File: src/logic/decode_config.svh
`ifndef DECODE_CONFIG_SVH
`define DECODE_CONFIG_SVH

////////////////////////////////////////////////////////////////////////////
// Field widths
////////////////////////////////////////////////////////////////////////////
`define INSTR_W    32
`define REG_ADDR_W 5
`define CSR_ADDR_W 12

////////////////////////////////////////////////////////////////////////////
// CSR addresses the core implements
////////////////////////////////////////////////////////////////////////////
`define CSR_MISA      12'h301
`define CSR_MVENDORID 12'hF11 // Read-only ID block
`define CSR_MARCHID   12'hF12
`define CSR_MIMPID    12'hF13
`define CSR_MHARTID   12'hF14

`endif

File: src/logic/rv_decode_pkg.sv
package rv_decode_pkg;

    ////////////////////////////////////////////////////////////////////////
    // Encodings
    ////////////////////////////////////////////////////////////////////////

    // Major opcodes, bits [6:0] of the instruction
    typedef enum logic [6:0] {
        OPC_LOAD   = 7'b0000011,
        OPC_STORE  = 7'b0100011,
        OPC_BRANCH = 7'b1100011,
        OPC_JAL    = 7'b1101111,
        OPC_JALR   = 7'b1100111,
        OPC_OP     = 7'b0110011,
        OPC_OP_IMM = 7'b0010011,
        OPC_LUI    = 7'b0110111,
        OPC_AUIPC  = 7'b0010111,
        OPC_SYSTEM = 7'b1110011
    } opcode_e;

    typedef enum logic [3:0] {
        ALU_ADD, ALU_SUB, ALU_XOR, ALU_OR, ALU_AND,
        ALU_SLL, ALU_SRL, ALU_SRA,
        ALU_SLT, ALU_SLTU,
        ALU_SEQ, ALU_SNE, ALU_SGE, ALU_SGEU // Branch compares
    } alu_op_e;

    typedef enum logic [1:0] {
        SRC1_RS1, SRC1_PC, SRC1_ZERO, SRC1_IMM_CSR
    } alu_src1_e;

    typedef enum logic [1:0] {
        SRC2_RS2, SRC2_IMM, SRC2_FOUR
    } alu_src2_e;

    typedef enum logic [2:0] {
        IMM_I, IMM_S, IMM_B, IMM_U, IMM_J
    } imm_type_e;

    typedef enum logic [1:0] {
        MEM_BYTE, MEM_HALF, MEM_WORD // Same order as funct3[1:0]
    } mem_size_e;

    typedef enum logic [1:0] {
        PC_PLUS4, PC_BRANCH, PC_JAL, PC_JALR
    } pc_src_e;

    typedef enum logic [1:0] {
        CSR_READ, CSR_WRITE, CSR_SET, CSR_CLEAR
    } csr_op_e;

    ////////////////////////////////////////////////////////////////////////
    // Control bundle
    ////////////////////////////////////////////////////////////////////////
    typedef struct packed {
        alu_op_e     alu_op;
        alu_src1_e   alu_src1;
        alu_src2_e   alu_src2;
        imm_type_e   imm_type;
        logic [4:0]  rs1;
        logic [4:0]  rs2;
        logic [4:0]  rd;
        logic        mem_wen;
        mem_size_e   mem_size;
        logic        mem_sign_ext;
        logic        reg_alu_wen; // Writeback from ALU
        logic        reg_mem_wen; // Writeback from load data
        pc_src_e     pc_src;
        logic        is_branch;
        logic        csr_access;
        csr_op_e     csr_op;
        logic        illegal;
    } decode_ctrl_t;

    // One decoder's answer, register fields left at zero
    typedef struct packed {
        logic         hit;
        decode_ctrl_t ctrl;
    } decoder_result_t;

    // Bundle of a plain register-register ADD with nothing enabled
    localparam decode_ctrl_t CTRL_DEFAULT = '{
        alu_op:       ALU_ADD,
        alu_src1:     SRC1_RS1,
        alu_src2:     SRC2_RS2,
        imm_type:     IMM_I,
        rs1:          5'd0,
        rs2:          5'd0,
        rd:           5'd0,
        mem_wen:      1'b0,
        mem_size:     MEM_WORD,
        mem_sign_ext: 1'b0,
        reg_alu_wen:  1'b0,
        reg_mem_wen:  1'b0,
        pc_src:       PC_PLUS4,
        is_branch:    1'b0,
        csr_access:   1'b0,
        csr_op:       CSR_READ,
        illegal:      1'b0
    };

endpackage

File: src/logic/alu_flow_decoder.sv
`timescale 1ns/1ps
`include "decode_config.svh"

module alu_flow_decoder (
    input  logic [`INSTR_W-1:0]          instr_i,
    output rv_decode_pkg::decoder_result_t result_o
);

    logic [6:0] opcode;
    logic [6:0] funct7;
    logic [2:0] funct3;

    assign opcode = instr_i[6:0];
    assign funct7 = instr_i[31:25];
    assign funct3 = instr_i[14:12];

    always_comb begin
        result_o.hit  = 1'b1;
        result_o.ctrl = rv_decode_pkg::CTRL_DEFAULT;

        unique case (opcode)
            ////////////////////////////////////////////////////////////////
            // Arithmetic
            ////////////////////////////////////////////////////////////////
            rv_decode_pkg::OPC_OP: begin
                result_o.ctrl.reg_alu_wen = 1'b1;
                if (!(funct7 inside {7'h00, 7'h20}))
                    result_o.ctrl.illegal = 1'b1;
                if (!funct7[5]) begin
                    unique case (funct3)
                        3'b000: result_o.ctrl.alu_op = rv_decode_pkg::ALU_ADD;
                        3'b001: result_o.ctrl.alu_op = rv_decode_pkg::ALU_SLL;
                        3'b010: result_o.ctrl.alu_op = rv_decode_pkg::ALU_SLT;
                        3'b011: result_o.ctrl.alu_op = rv_decode_pkg::ALU_SLTU;
                        3'b100: result_o.ctrl.alu_op = rv_decode_pkg::ALU_XOR;
                        3'b101: result_o.ctrl.alu_op = rv_decode_pkg::ALU_SRL;
                        3'b110: result_o.ctrl.alu_op = rv_decode_pkg::ALU_OR;
                        3'b111: result_o.ctrl.alu_op = rv_decode_pkg::ALU_AND;
                    endcase
                end else begin
                    // Only sub and sra live under 0x20
                    unique case (funct3)
                        3'b000:  result_o.ctrl.alu_op = rv_decode_pkg::ALU_SUB;
                        3'b101:  result_o.ctrl.alu_op = rv_decode_pkg::ALU_SRA;
                        default: result_o.ctrl.illegal = 1'b1;
                    endcase
                end
            end

            rv_decode_pkg::OPC_OP_IMM: begin
                result_o.ctrl.alu_src2    = rv_decode_pkg::SRC2_IMM;
                result_o.ctrl.reg_alu_wen = 1'b1;
                unique case (funct3)
                    3'b000: result_o.ctrl.alu_op = rv_decode_pkg::ALU_ADD;
                    3'b010: result_o.ctrl.alu_op = rv_decode_pkg::ALU_SLT;
                    3'b011: result_o.ctrl.alu_op = rv_decode_pkg::ALU_SLTU;
                    3'b100: result_o.ctrl.alu_op = rv_decode_pkg::ALU_XOR;
                    3'b110: result_o.ctrl.alu_op = rv_decode_pkg::ALU_OR;
                    3'b111: result_o.ctrl.alu_op = rv_decode_pkg::ALU_AND;
                    3'b001: begin
                        result_o.ctrl.alu_op = rv_decode_pkg::ALU_SLL;
                        if (funct7 != 7'h00)
                            result_o.ctrl.illegal = 1'b1; // Shamt above 31
                    end
                    3'b101: begin
                        result_o.ctrl.alu_op = funct7[5] ? rv_decode_pkg::ALU_SRA
                                                         : rv_decode_pkg::ALU_SRL;
                        if (!(funct7 inside {7'h00, 7'h20}))
                            result_o.ctrl.illegal = 1'b1;
                    end
                endcase
            end

            rv_decode_pkg::OPC_LUI, rv_decode_pkg::OPC_AUIPC: begin
                // lui adds to zero, auipc adds to the PC
                result_o.ctrl.alu_src1    = opcode[5] ? rv_decode_pkg::SRC1_ZERO
                                                      : rv_decode_pkg::SRC1_PC;
                result_o.ctrl.alu_src2    = rv_decode_pkg::SRC2_IMM;
                result_o.ctrl.imm_type    = rv_decode_pkg::IMM_U;
                result_o.ctrl.reg_alu_wen = 1'b1;
            end

            ////////////////////////////////////////////////////////////////
            // Control flow
            ////////////////////////////////////////////////////////////////
            rv_decode_pkg::OPC_BRANCH: begin
                result_o.ctrl.imm_type  = rv_decode_pkg::IMM_B; // Target adder is elsewhere
                result_o.ctrl.pc_src    = rv_decode_pkg::PC_BRANCH;
                result_o.ctrl.is_branch = 1'b1;
                unique case (funct3)
                    3'b000:  result_o.ctrl.alu_op = rv_decode_pkg::ALU_SEQ;
                    3'b001:  result_o.ctrl.alu_op = rv_decode_pkg::ALU_SNE;
                    3'b100:  result_o.ctrl.alu_op = rv_decode_pkg::ALU_SLT;
                    3'b101:  result_o.ctrl.alu_op = rv_decode_pkg::ALU_SGE;
                    3'b110:  result_o.ctrl.alu_op = rv_decode_pkg::ALU_SLTU;
                    3'b111:  result_o.ctrl.alu_op = rv_decode_pkg::ALU_SGEU;
                    default: result_o.ctrl.illegal = 1'b1;
                endcase
            end

            rv_decode_pkg::OPC_JAL, rv_decode_pkg::OPC_JALR: begin
                // ALU produces the link address PC+4
                result_o.ctrl.alu_src1    = rv_decode_pkg::SRC1_PC;
                result_o.ctrl.alu_src2    = rv_decode_pkg::SRC2_FOUR;
                result_o.ctrl.reg_alu_wen = 1'b1;
                if (opcode[3]) begin // jal
                    result_o.ctrl.imm_type = rv_decode_pkg::IMM_J;
                    result_o.ctrl.pc_src   = rv_decode_pkg::PC_JAL;
                end else begin
                    result_o.ctrl.pc_src  = rv_decode_pkg::PC_JALR;
                    result_o.ctrl.illegal = (funct3 != 3'b000);
                end
            end

            default: result_o.hit = 1'b0;
        endcase
    end

endmodule

File: src/logic/mem_csr_decoder.sv
`timescale 1ns/1ps
`include "decode_config.svh"

module mem_csr_decoder (
    input  logic [`INSTR_W-1:0]          instr_i,
    output rv_decode_pkg::decoder_result_t result_o
);

    logic [6:0]               opcode;
    logic [2:0]               funct3;
    logic [`REG_ADDR_W-1:0]   rs1_field;
    logic [`REG_ADDR_W-1:0]   rd_field;
    logic [`CSR_ADDR_W-1:0]   csr_addr;
    logic                     csr_ro;    // Machine ID registers
    logic                     csr_known;
    rv_decode_pkg::csr_op_e   set_op;    // Set/clear collapse to read on rs1 == 0
    rv_decode_pkg::csr_op_e   clear_op;

    assign opcode    = instr_i[6:0];
    assign funct3    = instr_i[14:12];
    assign rs1_field = instr_i[19:15];
    assign rd_field  = instr_i[11:7];
    assign csr_addr  = instr_i[31:20];

    assign csr_ro    = csr_addr inside {`CSR_MVENDORID, `CSR_MARCHID,
                                        `CSR_MIMPID, `CSR_MHARTID};
    assign csr_known = csr_ro || (csr_addr == `CSR_MISA);

    assign set_op   = (rs1_field == '0) ? rv_decode_pkg::CSR_READ : rv_decode_pkg::CSR_SET;
    assign clear_op = (rs1_field == '0) ? rv_decode_pkg::CSR_READ : rv_decode_pkg::CSR_CLEAR;

    always_comb begin
        result_o.hit  = 1'b1;
        result_o.ctrl = rv_decode_pkg::CTRL_DEFAULT;

        unique case (opcode)
            ////////////////////////////////////////////////////////////////
            // Loads and stores address memory at rs1 + imm
            ////////////////////////////////////////////////////////////////
            rv_decode_pkg::OPC_LOAD: begin
                result_o.ctrl.alu_src2     = rv_decode_pkg::SRC2_IMM;
                result_o.ctrl.reg_mem_wen  = 1'b1;
                result_o.ctrl.mem_sign_ext = !funct3[2]; // lbu/lhu zero extend
                unique case (funct3)
                    3'b000, 3'b100: result_o.ctrl.mem_size = rv_decode_pkg::MEM_BYTE;
                    3'b001, 3'b101: result_o.ctrl.mem_size = rv_decode_pkg::MEM_HALF;
                    3'b010:         result_o.ctrl.mem_size = rv_decode_pkg::MEM_WORD;
                    default:        result_o.ctrl.illegal  = 1'b1;
                endcase
            end

            rv_decode_pkg::OPC_STORE: begin
                result_o.ctrl.alu_src2 = rv_decode_pkg::SRC2_IMM;
                result_o.ctrl.imm_type = rv_decode_pkg::IMM_S;
                result_o.ctrl.mem_wen  = 1'b1;
                unique case (funct3)
                    3'b000:  result_o.ctrl.mem_size = rv_decode_pkg::MEM_BYTE;
                    3'b001:  result_o.ctrl.mem_size = rv_decode_pkg::MEM_HALF;
                    3'b010:  result_o.ctrl.mem_size = rv_decode_pkg::MEM_WORD;
                    default: result_o.ctrl.illegal  = 1'b1;
                endcase
            end

            ////////////////////////////////////////////////////////////////
            // System
            ////////////////////////////////////////////////////////////////
            rv_decode_pkg::OPC_SYSTEM: begin
                if ({rs1_field, rd_field} == '0) begin
                    // ecall, ebreak, mret and friends are not supported
                    result_o.ctrl.illegal = 1'b1;
                end else begin
                    result_o.ctrl.csr_access  = 1'b1;
                    result_o.ctrl.reg_alu_wen = 1'b1;
                    result_o.ctrl.alu_src2    = rv_decode_pkg::SRC2_IMM;
                    if (funct3[2])
                        result_o.ctrl.alu_src1 = rv_decode_pkg::SRC1_IMM_CSR; // zimm form

                    unique case (funct3[1:0])
                        2'b01:   result_o.ctrl.csr_op = rv_decode_pkg::CSR_WRITE;
                        2'b10:   result_o.ctrl.csr_op = set_op;
                        2'b11:   result_o.ctrl.csr_op = clear_op;
                        default: result_o.ctrl.illegal = 1'b1; // funct3 000 or 100
                    endcase

                    // Only reads reach the ID registers
                    if (!csr_known ||
                        (csr_ro && result_o.ctrl.csr_op != rv_decode_pkg::CSR_READ))
                        result_o.ctrl.illegal = 1'b1;
                end
            end

            default: result_o.hit = 1'b0;
        endcase
    end

endmodule

File: src/logic/decode_stage.sv
`timescale 1ns/1ps
`include "decode_config.svh"

module decode_stage (
    input  logic                           clk_i,
    input  logic                           rst_n_i,
    input  logic [`INSTR_W-1:0]            instr_i,
    input  logic                           in_valid_i,
    input  logic                           out_ready_i,
    input  rv_decode_pkg::decoder_result_t alu_res_i,
    input  rv_decode_pkg::decoder_result_t mem_res_i,
    output logic                           in_ready_o,
    output rv_decode_pkg::decode_ctrl_t    ctrl_o,
    output logic                           out_valid_o
);

    rv_decode_pkg::decode_ctrl_t merged_ctrl;
    rv_decode_pkg::decode_ctrl_t ctrl_q;
    logic                        valid_q;

    ////////////////////////////////////////////////////////////////////////
    // Merge the result of the decoder that claims the opcode
    ////////////////////////////////////////////////////////////////////////
    always_comb begin
        if (alu_res_i.hit) begin
            merged_ctrl = alu_res_i.ctrl;
        end else if (mem_res_i.hit) begin
            merged_ctrl = mem_res_i.ctrl;
        end else begin
            merged_ctrl         = rv_decode_pkg::CTRL_DEFAULT;
            merged_ctrl.illegal = 1'b1; // Unknown opcode
        end
        merged_ctrl.rs1 = instr_i[15 +: `REG_ADDR_W];
        merged_ctrl.rs2 = instr_i[20 +: `REG_ADDR_W];
        merged_ctrl.rd  = instr_i[7  +: `REG_ADDR_W];
    end

    ////////////////////////////////////////////////////////////////////////
    // Output register
    ////////////////////////////////////////////////////////////////////////
    assign in_ready_o = !valid_q || out_ready_i; // Empty or draining this cycle

    always_ff @(posedge clk_i or negedge rst_n_i) begin
        if (!rst_n_i) begin
            valid_q <= 1'b0;
            ctrl_q  <= '0;
        end else if (in_ready_o) begin
            valid_q <= in_valid_i;
            if (in_valid_i)
                ctrl_q <= merged_ctrl;
        end
    end

    assign ctrl_o      = ctrl_q;
    assign out_valid_o = valid_q;

endmodule

File: src/logic/instr_decoder_top.sv
`timescale 1ns/1ps
`include "decode_config.svh"

module instr_decoder_top (
    input  logic                        clk_i,
    input  logic                        rst_n_i,
    input  logic [`INSTR_W-1:0]         instr_i,
    input  logic                        in_valid_i,
    input  logic                        out_ready_i,
    output logic                        in_ready_o,
    output rv_decode_pkg::decode_ctrl_t ctrl_o,
    output logic                        out_valid_o
);

    rv_decode_pkg::decoder_result_t alu_res;
    rv_decode_pkg::decoder_result_t mem_res;

    // ALU, upper-immediate and control-flow opcodes
    alu_flow_decoder u_alu_flow_decoder (
        .instr_i  (instr_i),
        .result_o (alu_res)
    );

    // Memory and system opcodes
    mem_csr_decoder u_mem_csr_decoder (
        .instr_i  (instr_i),
        .result_o (mem_res)
    );

    decode_stage u_decode_stage (
        .clk_i       (clk_i),
        .rst_n_i     (rst_n_i),
        .instr_i     (instr_i),
        .in_valid_i  (in_valid_i),
        .out_ready_i (out_ready_i),
        .alu_res_i   (alu_res),
        .mem_res_i   (mem_res),
        .in_ready_o  (in_ready_o),
        .ctrl_o      (ctrl_o),
        .out_valid_o (out_valid_o)
    );

endmodule

File: config.mk
export PLATFORM = sky130hd
export DESIGN_NAME = instr_decoder_top
export DESIGN_NICKNAME = d
export VERILOG_FILES = /design/src/logic/rv_decode_pkg.sv /design/src/logic/alu_flow_decoder.sv /design/src/logic/mem_csr_decoder.sv /design/src/logic/decode_stage.sv /design/src/logic/instr_decoder_top.sv
export VERILOG_INCLUDE_DIRS = /design/src /design/src/logic
export SDC_FILE = /design/constraint.sdc
export NUM_CORES = 1
export LEC_CHECK = 0
export ABC_AREA = 0
export BUFFER_PORTS_ARGS = -buffer_cell sky130_fd_sc_hd__buf_2
export CORE_MARGIN = 2
export CORE_UTILIZATION = 30
export CTS_CLUSTER_SIZE = 10
export DETAILED_ROUTE_END_ITERATION = 6
export HOLD_SLACK_MARGIN = 0.15
export PLACE_DENSITY = 0.56
export REMOVE_ABC_BUFFERS = 1
export SYNTH_ARGS = -nofsm -noshare
export SYNTH_HDL_FRONTEND = slang
export SYNTH_HIERARCHICAL = 1
export SYNTH_SLANG_ARGS = --single-unit
File: constraint.sdc
create_clock -name clk_i -period 1.6 [get_ports clk_i]
set_input_delay 0.32 -clock clk_i [delete_from_list [all_inputs] [get_ports clk_i]]
set_output_delay 0.32 -clock clk_i [all_outputs]
set_load 0.03 [all_outputs]
## Yosys cells after proc, flatten, opt, wreduce, memory -nomap -nowiden

Memories as Yosys holds them, arrays and structs flattened.
Index checks and enable logic that the tools add are counted.

| cells by class | value |
|---|---|
| shift-type cells | 0 |
| multiplexer cells | 53 |
| order comparisons | 0 |
| $add $sub $neg | 0 |
| reductions and logical operators | 31 |
| divide/modulo/power cells | 0 |
| bitwise operators | 0 |
| $mul | 0 |
| equality and inequality tests | 26 |

Operator list:

| kind | count |
|---|---|
| == test 12 bit, second input constant | 4 |
| 2-to-1 mux 39 bit | 1 |
| 2-to-1 mux 35 bit | 1 |
| one-hot mux 4 bit (8 select lines) | 1 |
| == test 7 x 6 -> 1 bit, second input constant | 4 |
| == test 7 bit, second input constant | 4 |
| one-hot mux 2 bit (2 select lines) | 7 |
| one-hot mux 4 bit (6 select lines) | 1 |
| 2-to-1 mux 1 bit | 23 |
| == test 7 x 5 -> 1 bit, second input constant | 2 |
| 2-to-1 mux 2 bit | 7 |
| == test 12 x 10 -> 1 bit, second input constant | 1 |
| == test 3 bit, second input constant | 4 |
| one-hot mux 4 bit (3 select lines) | 1 |
| OR reduction 2 bit | 6 |
| OR reduction 3 bit | 4 |
| OR reduction 6 bit | 2 |
| zero test 10 bit | 1 |
| 2-to-1 mux 3 bit | 3 |
| one-hot mux 3 bit (3 select lines) | 1 |
| 2-to-1 mux 4 bit | 2 |
| == test 7 x 2 -> 1 bit, second input constant | 1 |
| zero test 7 bit | 1 |
| nonzero test 7 bit | 1 |
| 20 further kinds | 27 |

| storage, ports and cells | value |
|---|---|
| ROM bits | 32 |
| bits in latches | 0 |
| RAM bits | 0 |
| register bits | 40 |
| memories kept | 1 |
| input bits | 36 |
| logic and storage cells | 129 |

Memories:

| name | words | width | read ports | clocked after memory_dff | wr ports | RTL line | source |
|---|---|---|---|---|---|---|---|
| (name not given) | 8 | 4 | 1 | 0 | 0 | alu_flow_decoder.sv:30 | `unique case (funct3)` |

## Logic depth before layout (Yosys ltp)

Gate-level depths: netlist of run 1.

| logic depth | value |
|---|---|
| depth in word-level cells | 13 |
| gate-level depth with buffers | 11 |
| gate-level depth less buffers | 9 |

## Modules after synthesis

Netlist of run 1, hierarchy kept.

Modules (own cells, without submodules):

| module | cells an instance | area an instance (um^2) | times used |
|---|---|---|---|
| decode_stage | 124 | 1828.0 | 1 |
| alu_flow_decoder | 83 | 561.8 | 1 |
| mem_csr_decoder | 68 | 465.4 | 1 |

## Worst setup path after synthesis of run 1

OpenSTA, ideal clock, no wires.

| timing | value |
|---|---|
| kind | input to register |
| start | in instr_i[16] |
| end | reg u_decode_stage.ctrl_q, in the netlist u_decode_stage/ctrl_o[34] |
| stages | 7 |
| path slack | -0.509 ns |
| required time | 1.475 ns |
| buffers on the path | 1 |
| arrival time | 1.984 ns |
| cells stage by stage | or4_4 nor4_2 nor2_1 and2_1 buf_4 a22o_1 mux2_2 |

RTL lines:

| item | RTL line | source |
|---|---|---|
| start: declaration | instr_decoder_top.sv:7 | `` input logic [`INSTR_W-1:0] instr_i, `` |
| end signal: assignment | decode_stage.sv:50 | `ctrl_q <= merged_ctrl;` |
| end: declaration | decode_stage.sv:18 | `rv_decode_pkg::decode_ctrl_t ctrl_q;` |

==> run summary, run 1 <==
Status = finished, violations left
Failing checks = negative setup slack
Final Total Pwr = 2.775 mW
Routed vias = 2264
First-pass GRT wire length = 11470 µm
Internal power = 2.001 mW
WL/cell = 14.18 µm
Vias in the first global route = 2302
Syn-to-layout area delta = 45.29%
# DRC = 0
GR Util met3 = 3.237%
Crit path launch type = input pin
Post-layout util = 44.47%
Die H = 97.63 µm
Worst-Skew Late Latency = 0.29 ns
Routed vias/inst = 4.668
Initial Utilization = 30.61%
Largest net degree at the start of global routing = 25
Final worst path period need = 1.967 ns
CTS Buf Count = 5
Worst Hold Depth = 2
Drt first pass iters = 4
Clk buf depth = 2
Least-Margin Pin Slew = 0.5189 ns
Power share of the combinational group = 24.8%
Avg Inst Size Synth = 10.73 µm²
Synthesis Warnings = 6
Hold Crit Start = in_valid_i
Nets = 413
Total gr overflow = 0
Input/output buffers = 76
Psw = 0.7742 mW
Depth of the CTS H-tree = 2
RSZ-0062 raised after global routing = true
Antenna cell count = 0
GPL Wtd Cong = 0.8526
Hold Vio Cnt, Final = 0
Sw Ratio = 27.90%
Ports = 77
WL final = 6878 µm
Initial antenna violation count = 0
1st-iter DRT viols = 43
Core Region = 8593 µm²
Final setup fails = 12
Worst reg-to-reg path cell count = 4
WP data arrival = 2.15 ns
Max Clock Skew = 0.004134 ns
Fill cells = 837
Layout cells sized above 1 = 58.09%
Met1 GRT Util = 20.09%
DP Wirelength = 5023 µm
Pwr per Cell Area = 726.3 nW/µm²
Mapped cell area = 2630 µm²
Slowest stage delay, CP = 0.57 ns
# clock sinks = 40
Type of element capturing the critical path = flip-flop
Kind of critical path = in2reg
Max-Cap Viols = 0
Clock Pin Slew Worst Setup and Hold Paths = 0.08 ns
Leak Pwr = 1.932 nW
Die area = 9532 µm²
Crit-path max FO = 3
R2R Path Start = u_decode_stage/out_valid_o$_DFFE_PN0P_
Rel. slew slack = 65.14%
Final slew viol count = 0
GRT Util Overall = 14.70%
Critical path, cell by cell = buf_6 > or4_4 > or3b_4 > a2111oi_4 > a21oi_2 > inv_1 > a21oi_1 > mux2_2
Sequential share of power = 40.0%
Final ANT Viol Nets = 0
Cells after Synth = 245
CTS Root Cell = clkbuf_8
Hold Path Class = in2reg
GR peak layer = met2
Clock power frac = 35.1%
Final worst slack = -0.3668 ns
Worst IR Drop VDD = 358.8 µV
Grt met2 use = 23.71%
Final period util = 122.9%
TritonCTS clock tree = done
Worst hold slack = 0.2476 ns
Required time worst endpoint = 1.78 ns
Site Rows = 34
CP max stage cell = or4_4
Die width = 97.63 µm
Fmax = 0.5084 GHz
Critical path origin = instr_i[16]
[state kept, by name, summed over array words and instances, names as in the netlist]
| signal | cells |
|---|---|
| u_decode_stage/ctrl_o | 39 |
| u_decode_stage/out_valid_o | 1 |
[worst paths after layout]
check	end	slack [ns]
max	u_decode_stage/ctrl_o[0]$_DFFE_PN0P_	-0.37
max in group asynchronous	u_decode_stage/ctrl_o[32]$_DFFE_PN0P_	0.60
min in group asynchronous	u_decode_stage/ctrl_o[15]$_DFFE_PN0P_	0.50
min reg2reg	u_decode_stage/ctrl_o[6]$_DFFE_PN0P_	0.50
max reg2reg	u_decode_stage/ctrl_o[27]$_DFFE_PN0P_	0.35
min	u_decode_stage/out_valid_o$_DFFE_PN0P_	0.25
[timing repair]
action | in CTS | in global routing
buffers inserted | 10 | 6
cloned | 1 | 0
endpoints found under the hold margin | 16 | 0
hold buffers | 1 | 0
endpoints found under the setup margin | 24 | 24
resized for setup | 27 | 21
pin swaps | 13 | 13
[power groups by stage]
stage / combinational (mW) / sequential, mW / clock, mW
3_3_place_gp: 0.632 / 1.13 / 0
4_1_cts: 0.676 / 1.11 / 1.02
6_report: 0.689 / 1.11 / 0.975
3_5_place_dp: 0.640 / 1.13 / 0
5_1_grt: 0.740 / 1.12 / 1.06
2_1_floorplan: 0.202 / 1.27 / 0
[layout make-up]
cell class,count,area (µm²),share of cell area [%]
multi-input combinational,182,1564,40.93
sequential,40,1001,26.20
timing repair buffer,141,965.9,25.28
tap,108,135.1,3.536
clock buffer,5,68.82,1.801
clock inverter,2,60.06,1.572
inverter,7,26.28,0.6876
[layer usage]
layer	vias to the layer above	wire length (µm)	part of all wire (%)
met4	0	84	1.2
met5	-	0	0
met1	1074	3129	45
met3	9	368	5.4
li1	1117	-	-
met2	64	3295	48
[per-stage QoR]
| stage | TNS [ns] | area (µm²) | setup WS (ns) | instances |
|---|---|---|---|---|
| 2_1_floorplan | -10.19 | 2432 | -0.4933 | 228 |
| 3_3_place_gp | -10.45 | 3346 | -0.6611 | 460 |
| 3_5_place_dp | -10.74 | 3346 | -0.7103 | 460 |
| 4_1_cts | -1.577 | 3697 | -0.3376 | 479 |
| 5_1_grt | -2.436 | 3821 | -0.4108 | 485 |
| 6_report | -1.771 | 3821 | -0.3668 | 485 |
[layout by cell type, fill, tap and decap left out, types with 2 or more instances in the layout]
cell type / instances
buf_2: 71
buf_4: 55
dfrtp_1: 40
mux2_2: 22
a22o_1: 20
conb_1: 18
mux2_4: 17
buf_6: 10
nand2_1: 10
nor2_1: 10
inv_1: 6
a21oi_1: 6
o21ai_0: 6
nor3_1: 6
clkbuf_8: 5
nand3_1: 5
nand2b_1: 4
or3b_4: 3
nor2b_1: 3
buf_12: 3
bufinv_16: 2
nor2b_4: 2
o211ai_1: 2
nand2b_4: 2
mux2i_1: 2
and2_1: 2
nor4_1: 2
o21ai_1: 2
nand2_2: 2
nor2_2: 2
[worst max-delay path, delay by kind of cell]
family,cells,cell delay (ns)
AO/OA/AOI/OAI,3,0.44
buffers and inverters,2,0.15
multiplexers,1,0.25
AND/OR/NAND/NOR,2,0.99
(Power assumes the default switching activity.)
==> run 2, diff against run 1 <==
- GPL_TIMING_DRIVEN: unset -> 0
==> run 2 against run 1 <==
- the flow still finishes with violations (negative setup slack)
- count of clock-buffer cells in the layout grew 1
- via count down 4.7%
- worst setup slack worse by 0.023 ns
- largest power group unchanged
- highest routed layer unchanged
==> run summary, run 2 (synthesis results as in run 1) <==
Crit-path max FO = 3 (unchanged)
Critical path, cell by cell = buf_6 > or4_4 > or3b_4 > a2111oi_4 > a21oi_2 > inv_1 > a21oi_2 > mux2_4
Antenna cell count = 0 (unchanged)
Final period util = 124.3% (+1.4 points)
GPL Wtd Cong = 0.8416 (-1.3%)
Pwr per Cell Area = 704.5 nW/µm² (-3.0%)
Initial Utilization = 30.61% (unchanged)
Routed vias = 2158 (-4.7%)
CTS Buf Count = 5 (unchanged)
Vias in the first global route = 2104 (-8.6%)
# DRC = 0 (unchanged)
Clock Pin Slew Worst Setup and Hold Paths = 0.08 ns (about the same)
Worst reg-to-reg path cell count = 3 (-1)
Required time worst endpoint = 1.78 ns (about the same)
Max Clock Skew = 0.006021 ns (+0.001887 ns)
Clock power frac = 29.0% (-6.1 points)
Drt first pass iters = 4 (unchanged)
Crit path max-delay family = simple AND/OR/NAND/NOR gates
CP most frequent cell = a21oi_2
Slowest stage delay, CP = 0.56 ns (about the same)
CP max stage cell = or4_4
Depth of the CTS H-tree = 2 (unchanged)
Nets = 374 (-9.4%)
Worst slack at placement = -1.057 ns (-0.3471 ns)
Most common cell after layout, fill and taps aside = buf_2
Failing checks = negative setup slack
WP data arrival = 2.17 ns (+0.02 ns)
R2R Path Start = u_decode_stage/out_valid_o$_DFFE_PN0P_
Critical path origin = instr_i[16]
Largest net degree at the start of global routing = 41 (+64%)
Core Region = 8593 µm² (unchanged)
Buf+Inv Stages, Crit Path = 2 (unchanged)
Most frequent cells in the layout = buf_2 (68), dfrtp_1 (40), mux2_2 (27)
Crit path launch type = input pin
TritonCTS clock tree = done
Worst-Skew Late Latency = 0.29 ns (about the same)
Total gr overflow = 0 (unchanged)
WL final = 6787 µm (-1.3%)
First-pass GRT wire length = 10520 µm (-8.3%)
Final worst slack = -0.3895 ns (-0.02272 ns)
Least-Margin Pin Slew = 0.9241 ns (+0.4052 ns)
Register area = 1001 µm² (unchanged)
# clock sinks = 40 (unchanged)
Sequential share of power = 45.5% (+5.5 points)
Clk buf depth = 2 (unchanged)
Worst hold slack = 0.1626 ns (-0.08502 ns)
Initial antenna violation count = 0 (unchanged)
Final slew viol count = 0 (unchanged)
Final worst path period need = 1.990 ns (+0.02272 ns)
Multi-input logic area = 1568 µm² (+0.24%)
RSZ-0062 raised after global routing = true
Rel. slew slack = 38.39% (-27 points)
1st-iter DRT viols = 71 (+65%)
Hold Path Class = in2async
Max-Cap Viols = 0 (unchanged)
Die area = 9532 µm² (unchanged)
Leak Pwr = 1.715 nW (-11%)
Status = finished, violations left
Final ANT Viol Nets = 0 (unchanged)
Layout cells sized above 1 = 53.39% (-4.7 points)
Internal power = 1.676 mW (-16%)
Ports = 77 (unchanged)
Input/output buffers = 76 (unchanged)
Power share of the combinational group = 25.5% (+0.7 points)
Worst IR Drop VDD = 304.7 µV (-15%)
Fill cells = 856 (+2.3%)
Psw = 0.7656 mW (-1.1%)
Reg2Reg Setup Slack = 0.16 ns (-0.19 ns)
Sw Ratio = 31.35% (+3.5 points)
GRT Util Overall = 13.62% (-1.1 points)
Hold Vio Cnt, Final = 0 (unchanged)
Fmax = 0.5026 GHz (-1.1%)
Kind of critical path = in2reg
Final setup fails = 15 (+3)
Die width = 97.63 µm (unchanged)
WL/cell = 15.18 µm (+7.1%)
Die H = 97.63 µm (unchanged)
CTS Root Cell = clkbuf_8
DP Wirelength = 4274 µm (-15%)
Max reg flops = 39 (unchanged)
R2R Path End = u_decode_stage/ctrl_o[33]$_DFFE_PN0P_
Syn-to-layout area delta = 31.78%
Type of element capturing the critical path = flip-flop
Site Rows = 34 (unchanged)
Routed vias/inst = 4.828 (+3.4%)
run 2: worst max-delay path by stage:
stage,slack [ns],cells past startpoint,to
after floorplan,-0.49,7,u_decode_stage/ctrl_o[0]$_DFFE_PN0P_
after global placement,-1.02,9,u_decode_stage/ctrl_o[11]$_DFFE_PN0P_
after detailed placement,-1.06,9,u_decode_stage/ctrl_o[11]$_DFFE_PN0P_
after CTS,-0.38,8,u_decode_stage/ctrl_o[0]$_DFFE_PN0P_
after global routing,-0.41,8,u_decode_stage/ctrl_o[0]$_DFFE_PN0P_
final,-0.39,8,u_decode_stage/ctrl_o[0]$_DFFE_PN0P_
run 2: power groups by stage:
stage / combinational [mW] / clock, mW / sequential [mW]
after global routing: 0.664 / 0.794 / 1.12
after CTS: 0.588 / 0.748 / 1.11
after floorplan: 0.202 / 0 / 1.27
after detailed placement: 0.557 / 0 / 1.13
after global placement: 0.550 / 0 / 1.13
final: 0.622 / 0.709 / 1.11
run 2: routing by layer:
metal | wire, µm | part of all wire, % | global-route usage [%] | up-vias
li1 | - | - | - | 1042
met1 | 2972 | 44 | 17.75 | 1038
met5 | 0 | 0 | 0 | -
met3 | 399 | 5.9 | 3.453 | 7
met4 | 76 | 1.1 | 3.312 | 0
met2 | 3338 | 49 | 22.65 | 71
run 2: stage by stage:
step | instances | utilization (%) | instance area, µm² | total power [mW] | setup TNS [ns]
after CTS | 434 | 38.10 | 3274 | 2.448 | -2.138
after global placement | 412 | 34.30 | 2948 | 1.678 | -23.66
after global routing | 447 | 40.33 | 3466 | 2.578 | -3.206
final | 447 | 40.33 | 3466 | 2.442 | -2.637
after detailed placement | 412 | 34.30 | 2948 | 1.688 | -24.32
after floorplan | 228 | - | 2432 | 1.474 | -10.19
run 2: worst register-to-register path, delay by kind of cell, from the launching register on:
family | cells | cell delay [ns]
flip-flops | 1 | 0.39
multiplexers | 1 | 0.43
AND/OR/NAND/NOR | 2 | 0.53
run 2: layout make-up:
cell class	count	area share, %
Tap cell	108	3.899
Sequential cell	40	28.88
Clock buffer	6	2.383
Clock inverter	2	0.2888
Multi-Input combinational cell	183	45.23
Timing Repair Buffer	101	18.56
Inverter	7	0.7581
run 2: repair_timing:
item / 4_1_cts / 5_1_grt
buffers inserted: 12 / 13
endpoints found under the hold margin: 0 / 0
gates resized for setup: 29 / 23
pin swaps: 10 / 14
gates cloned: 2 / 0
hold buffers: 0 / 0
endpoints found under the setup margin: 39 / 22
==> run 3, diff against run 2 <==
- CORE_MARGIN: 2 -> unset
- PLACE_DENSITY: 0.56 -> 0.51
- RECOVER_POWER: unset -> 50
==> run 3 against run 2 <==
- final cell count fell by 0.45%
- global-route usage rose by 0.79 points
- largest power group unchanged
- the flow still finishes with violations (negative setup slack)
- power fell by 0.91%
- critical endpoint unchanged
==> run summary, run 3 (synthesis results as in run 1) <==
Status = finished, violations left
Failing checks = negative setup slack
# DRC = 0 (unchanged)
Antenna cell count = 0 (unchanged)
Die H = 95.63 µm (-2.0%)
R2R Path End = u_decode_stage/ctrl_o[14]$_DFFE_PN0P_
WL final = 6632 µm (-2.3%)
GRT Util Overall = 14.40% (+0.79 points)
Crit path launch type = input pin
Final slew viol count = 0 (unchanged)
Worst-Skew Late Latency = 0.29 ns (about the same)
WL/cell = 14.90 µm (-1.8%)
Least-Margin Pin Slew = 1.002 ns (+0.07821 ns)
Total gr overflow = 0 (unchanged)
Most common cell after layout, fill and taps aside = buf_2
Fill cells = 851 (-0.58%)
CP most frequent cell = a21oi_1
CTS Buf Count = 5 (unchanged)
Routed vias/inst = 4.894 (+1.4%)
Setup_tns = -2.097 ns (+0.5395 ns)
Drt first pass iters = 4 (unchanged)
Max reg flops = 39 (unchanged)
Input/output buffers = 76 (unchanged)
Site Rows = 33 (-2.9%)
Die width = 95.63 µm (-2.0%)
Layout cells sized above 1 = 51.18% (-2.2 points)
TritonCTS clock tree = done
Die area = 9145 µm² (-4.1%)
Final Total Pwr = 2.420 mW (-0.91%)
GPL Wtd Cong = 0.7593 (-9.8%)
Type of element capturing the critical path = flip-flop
Max-Cap Viols = 0 (unchanged)
1st-iter DRT viols = 75 (+5.6%)
Ports = 77 (unchanged)
Syn-to-layout area delta = 31.92%
Final worst slack = -0.3570 ns (+0.03256 ns)
Slowest stage delay, CP = 0.57 ns (about the same)
Hold Path Class = in2async
Core Region = 8341 µm² (-2.9%)
Kind of critical path = in2reg
Initial antenna violation count = 0 (unchanged)
Final period util = 122.3% (-2.0 points)
Max Clock Skew = 0.007106 ns (+0.001085 ns)
Most frequent cells in the layout = buf_2 (58), dfrtp_1 (40), mux2_2 (25)
Reg2Reg Setup Slack = 0.12 ns (-0.04 ns)
Hold Vio Cnt, Final = 0 (unchanged)
Clk buf depth = 2 (unchanged)
Vias in the first global route = 2107 (+0.14%)
CTS Root Cell = clkbuf_8
Final setup fails = 15 (unchanged)
Final ANT Viol Nets = 0 (unchanged)
Worst reg-to-reg path cell count = 3 (unchanged)
CP max stage cell = or4_4
WP data arrival = 2.14 ns (-0.03 ns)
Pwr per Cell Area = 697.4 nW/µm² (-1.0%)
Largest net degree at the start of global routing = 41 (unchanged)
DP Wirelength = 4198 µm (-1.8%)
Required time worst endpoint = 1.78 ns (about the same)
Critical path, cell by cell = buf_6 > or4_4 > or3b_4 > a2111oi_4 > a21oi_1 > inv_1 > a21oi_1 > mux2_2
Clock Pin Slew Worst Setup and Hold Paths = 0.08 ns (about the same)
Leak Pwr = 1.691 nW (-1.4%)
Rel. slew slack = 33.18% (-5.2 points)
R2R Path Start = u_decode_stage/out_valid_o$_DFFE_PN0P_
First-pass GRT wire length = 10160 µm (-3.3%)
Depth of the CTS H-tree = 2 (unchanged)
# clock sinks = 40 (unchanged)
Fmax = 0.5110 GHz (+1.7%)
Crit-path max FO = 3 (unchanged)
Initial Utilization = 31.53% (+0.93 points)
Post-layout util = 41.60% (+1.3 points)
Routed vias = 2178 (+0.93%)
Final worst path period need = 1.957 ns (-0.03256 ns)
Nets = 375 (+0.27%)
Worst IR Drop VDD = 329.0 µV (+8.0%)
RSZ-0062 raised after global routing = true
## run 3: cell count changes in the layout (fill, tap and decap cells not counted), sizes merged
cell and delta:
buf -10, clkbuf +11
## run 3: metal layers
metal	up-vias	share of wire [%]	global-route usage [%]
met1	1063	45	17.76
met5	-	0	0
met2	61	48	25.24
met3	6	6.1	3.509
met4	0	0.98	3.234
li1	1048	-	-
## run 3: repair_timing
item	CTS	global route
pin swaps	12	14
hold buffers	0	0
buffers inserted	18	8
gates cloned	2	0
endpoints found under the setup margin	39	24
resized for setup	40	19
## run 3: where the power goes
| part | switching (mW) | total, mW | internal [mW] |
|---|---|---|---|
| clock network | 0.353 | 0.697 | 0.344 |
| logic | 0.367 | 0.612 | 0.245 |
| registers | 0.0318 | 1.11 | 1.08 |
## run 3: cell type report
class                   count  area (µm²)  share of cell area [%]
inverters                   7       26.28                  0.7573
well taps                 105       131.4                   3.787
clock buffers               6       82.58                   2.380
multi-input cells         183        1575                   45.40
clock inverters             2       10.01                  0.2885
repair buffers            102       643.1                   18.54
flip-flops and latches     40        1001                   28.85
## run 3: through the flow
stage / instances / hold WS, ns / instance area, µm² / worst slack [ns]
3_3_place_gp: 409 / 0.4810 / 2944 / -1.079
3_5_place_dp: 409 / 0.4877 / 2944 / -1.076
5_1_grt: 445 / 0.2567 / 3470 / -0.3977
6_report: 445 / 0.1894 / 3470 / -0.3570
2_1_floorplan: 228 / 0.02441 / 2432 / -0.4933
4_1_cts: 437 / 0.1878 / 3356 / -0.3378
## run 3: critical path: cells and delay by family
family                 cells  cell delay (ns)
multiplexers               1             0.25
buffers and inverters      2             0.15
AO/OA/AOI/OAI              3             0.43
AND/OR/NAND/NOR            2             0.98
## run 3: worst max path at each step
| stage | from | end | slack, ns | cells past startpoint |
|---|---|---|---|---|
| after CTS | instr_i[19] | u_decode_stage/ctrl_o[0]$_DFFE_PN0P_ | -0.34 | 8 |
| after global placement | instr_i[5] | u_decode_stage/ctrl_o[0]$_DFFE_PN0P_ | -1.08 | 9 |
| after floorplan | instr_i[16] | u_decode_stage/ctrl_o[0]$_DFFE_PN0P_ | -0.49 | 7 |
| after detailed placement | instr_i[5] | u_decode_stage/ctrl_o[28]$_DFFE_PN0P_ | -1.08 | 9 |
| after global routing | instr_i[19] | u_decode_stage/ctrl_o[0]$_DFFE_PN0P_ | -0.40 | 8 |
| final | instr_i[19] | u_decode_stage/ctrl_o[0]$_DFFE_PN0P_ | -0.36 | 8 |
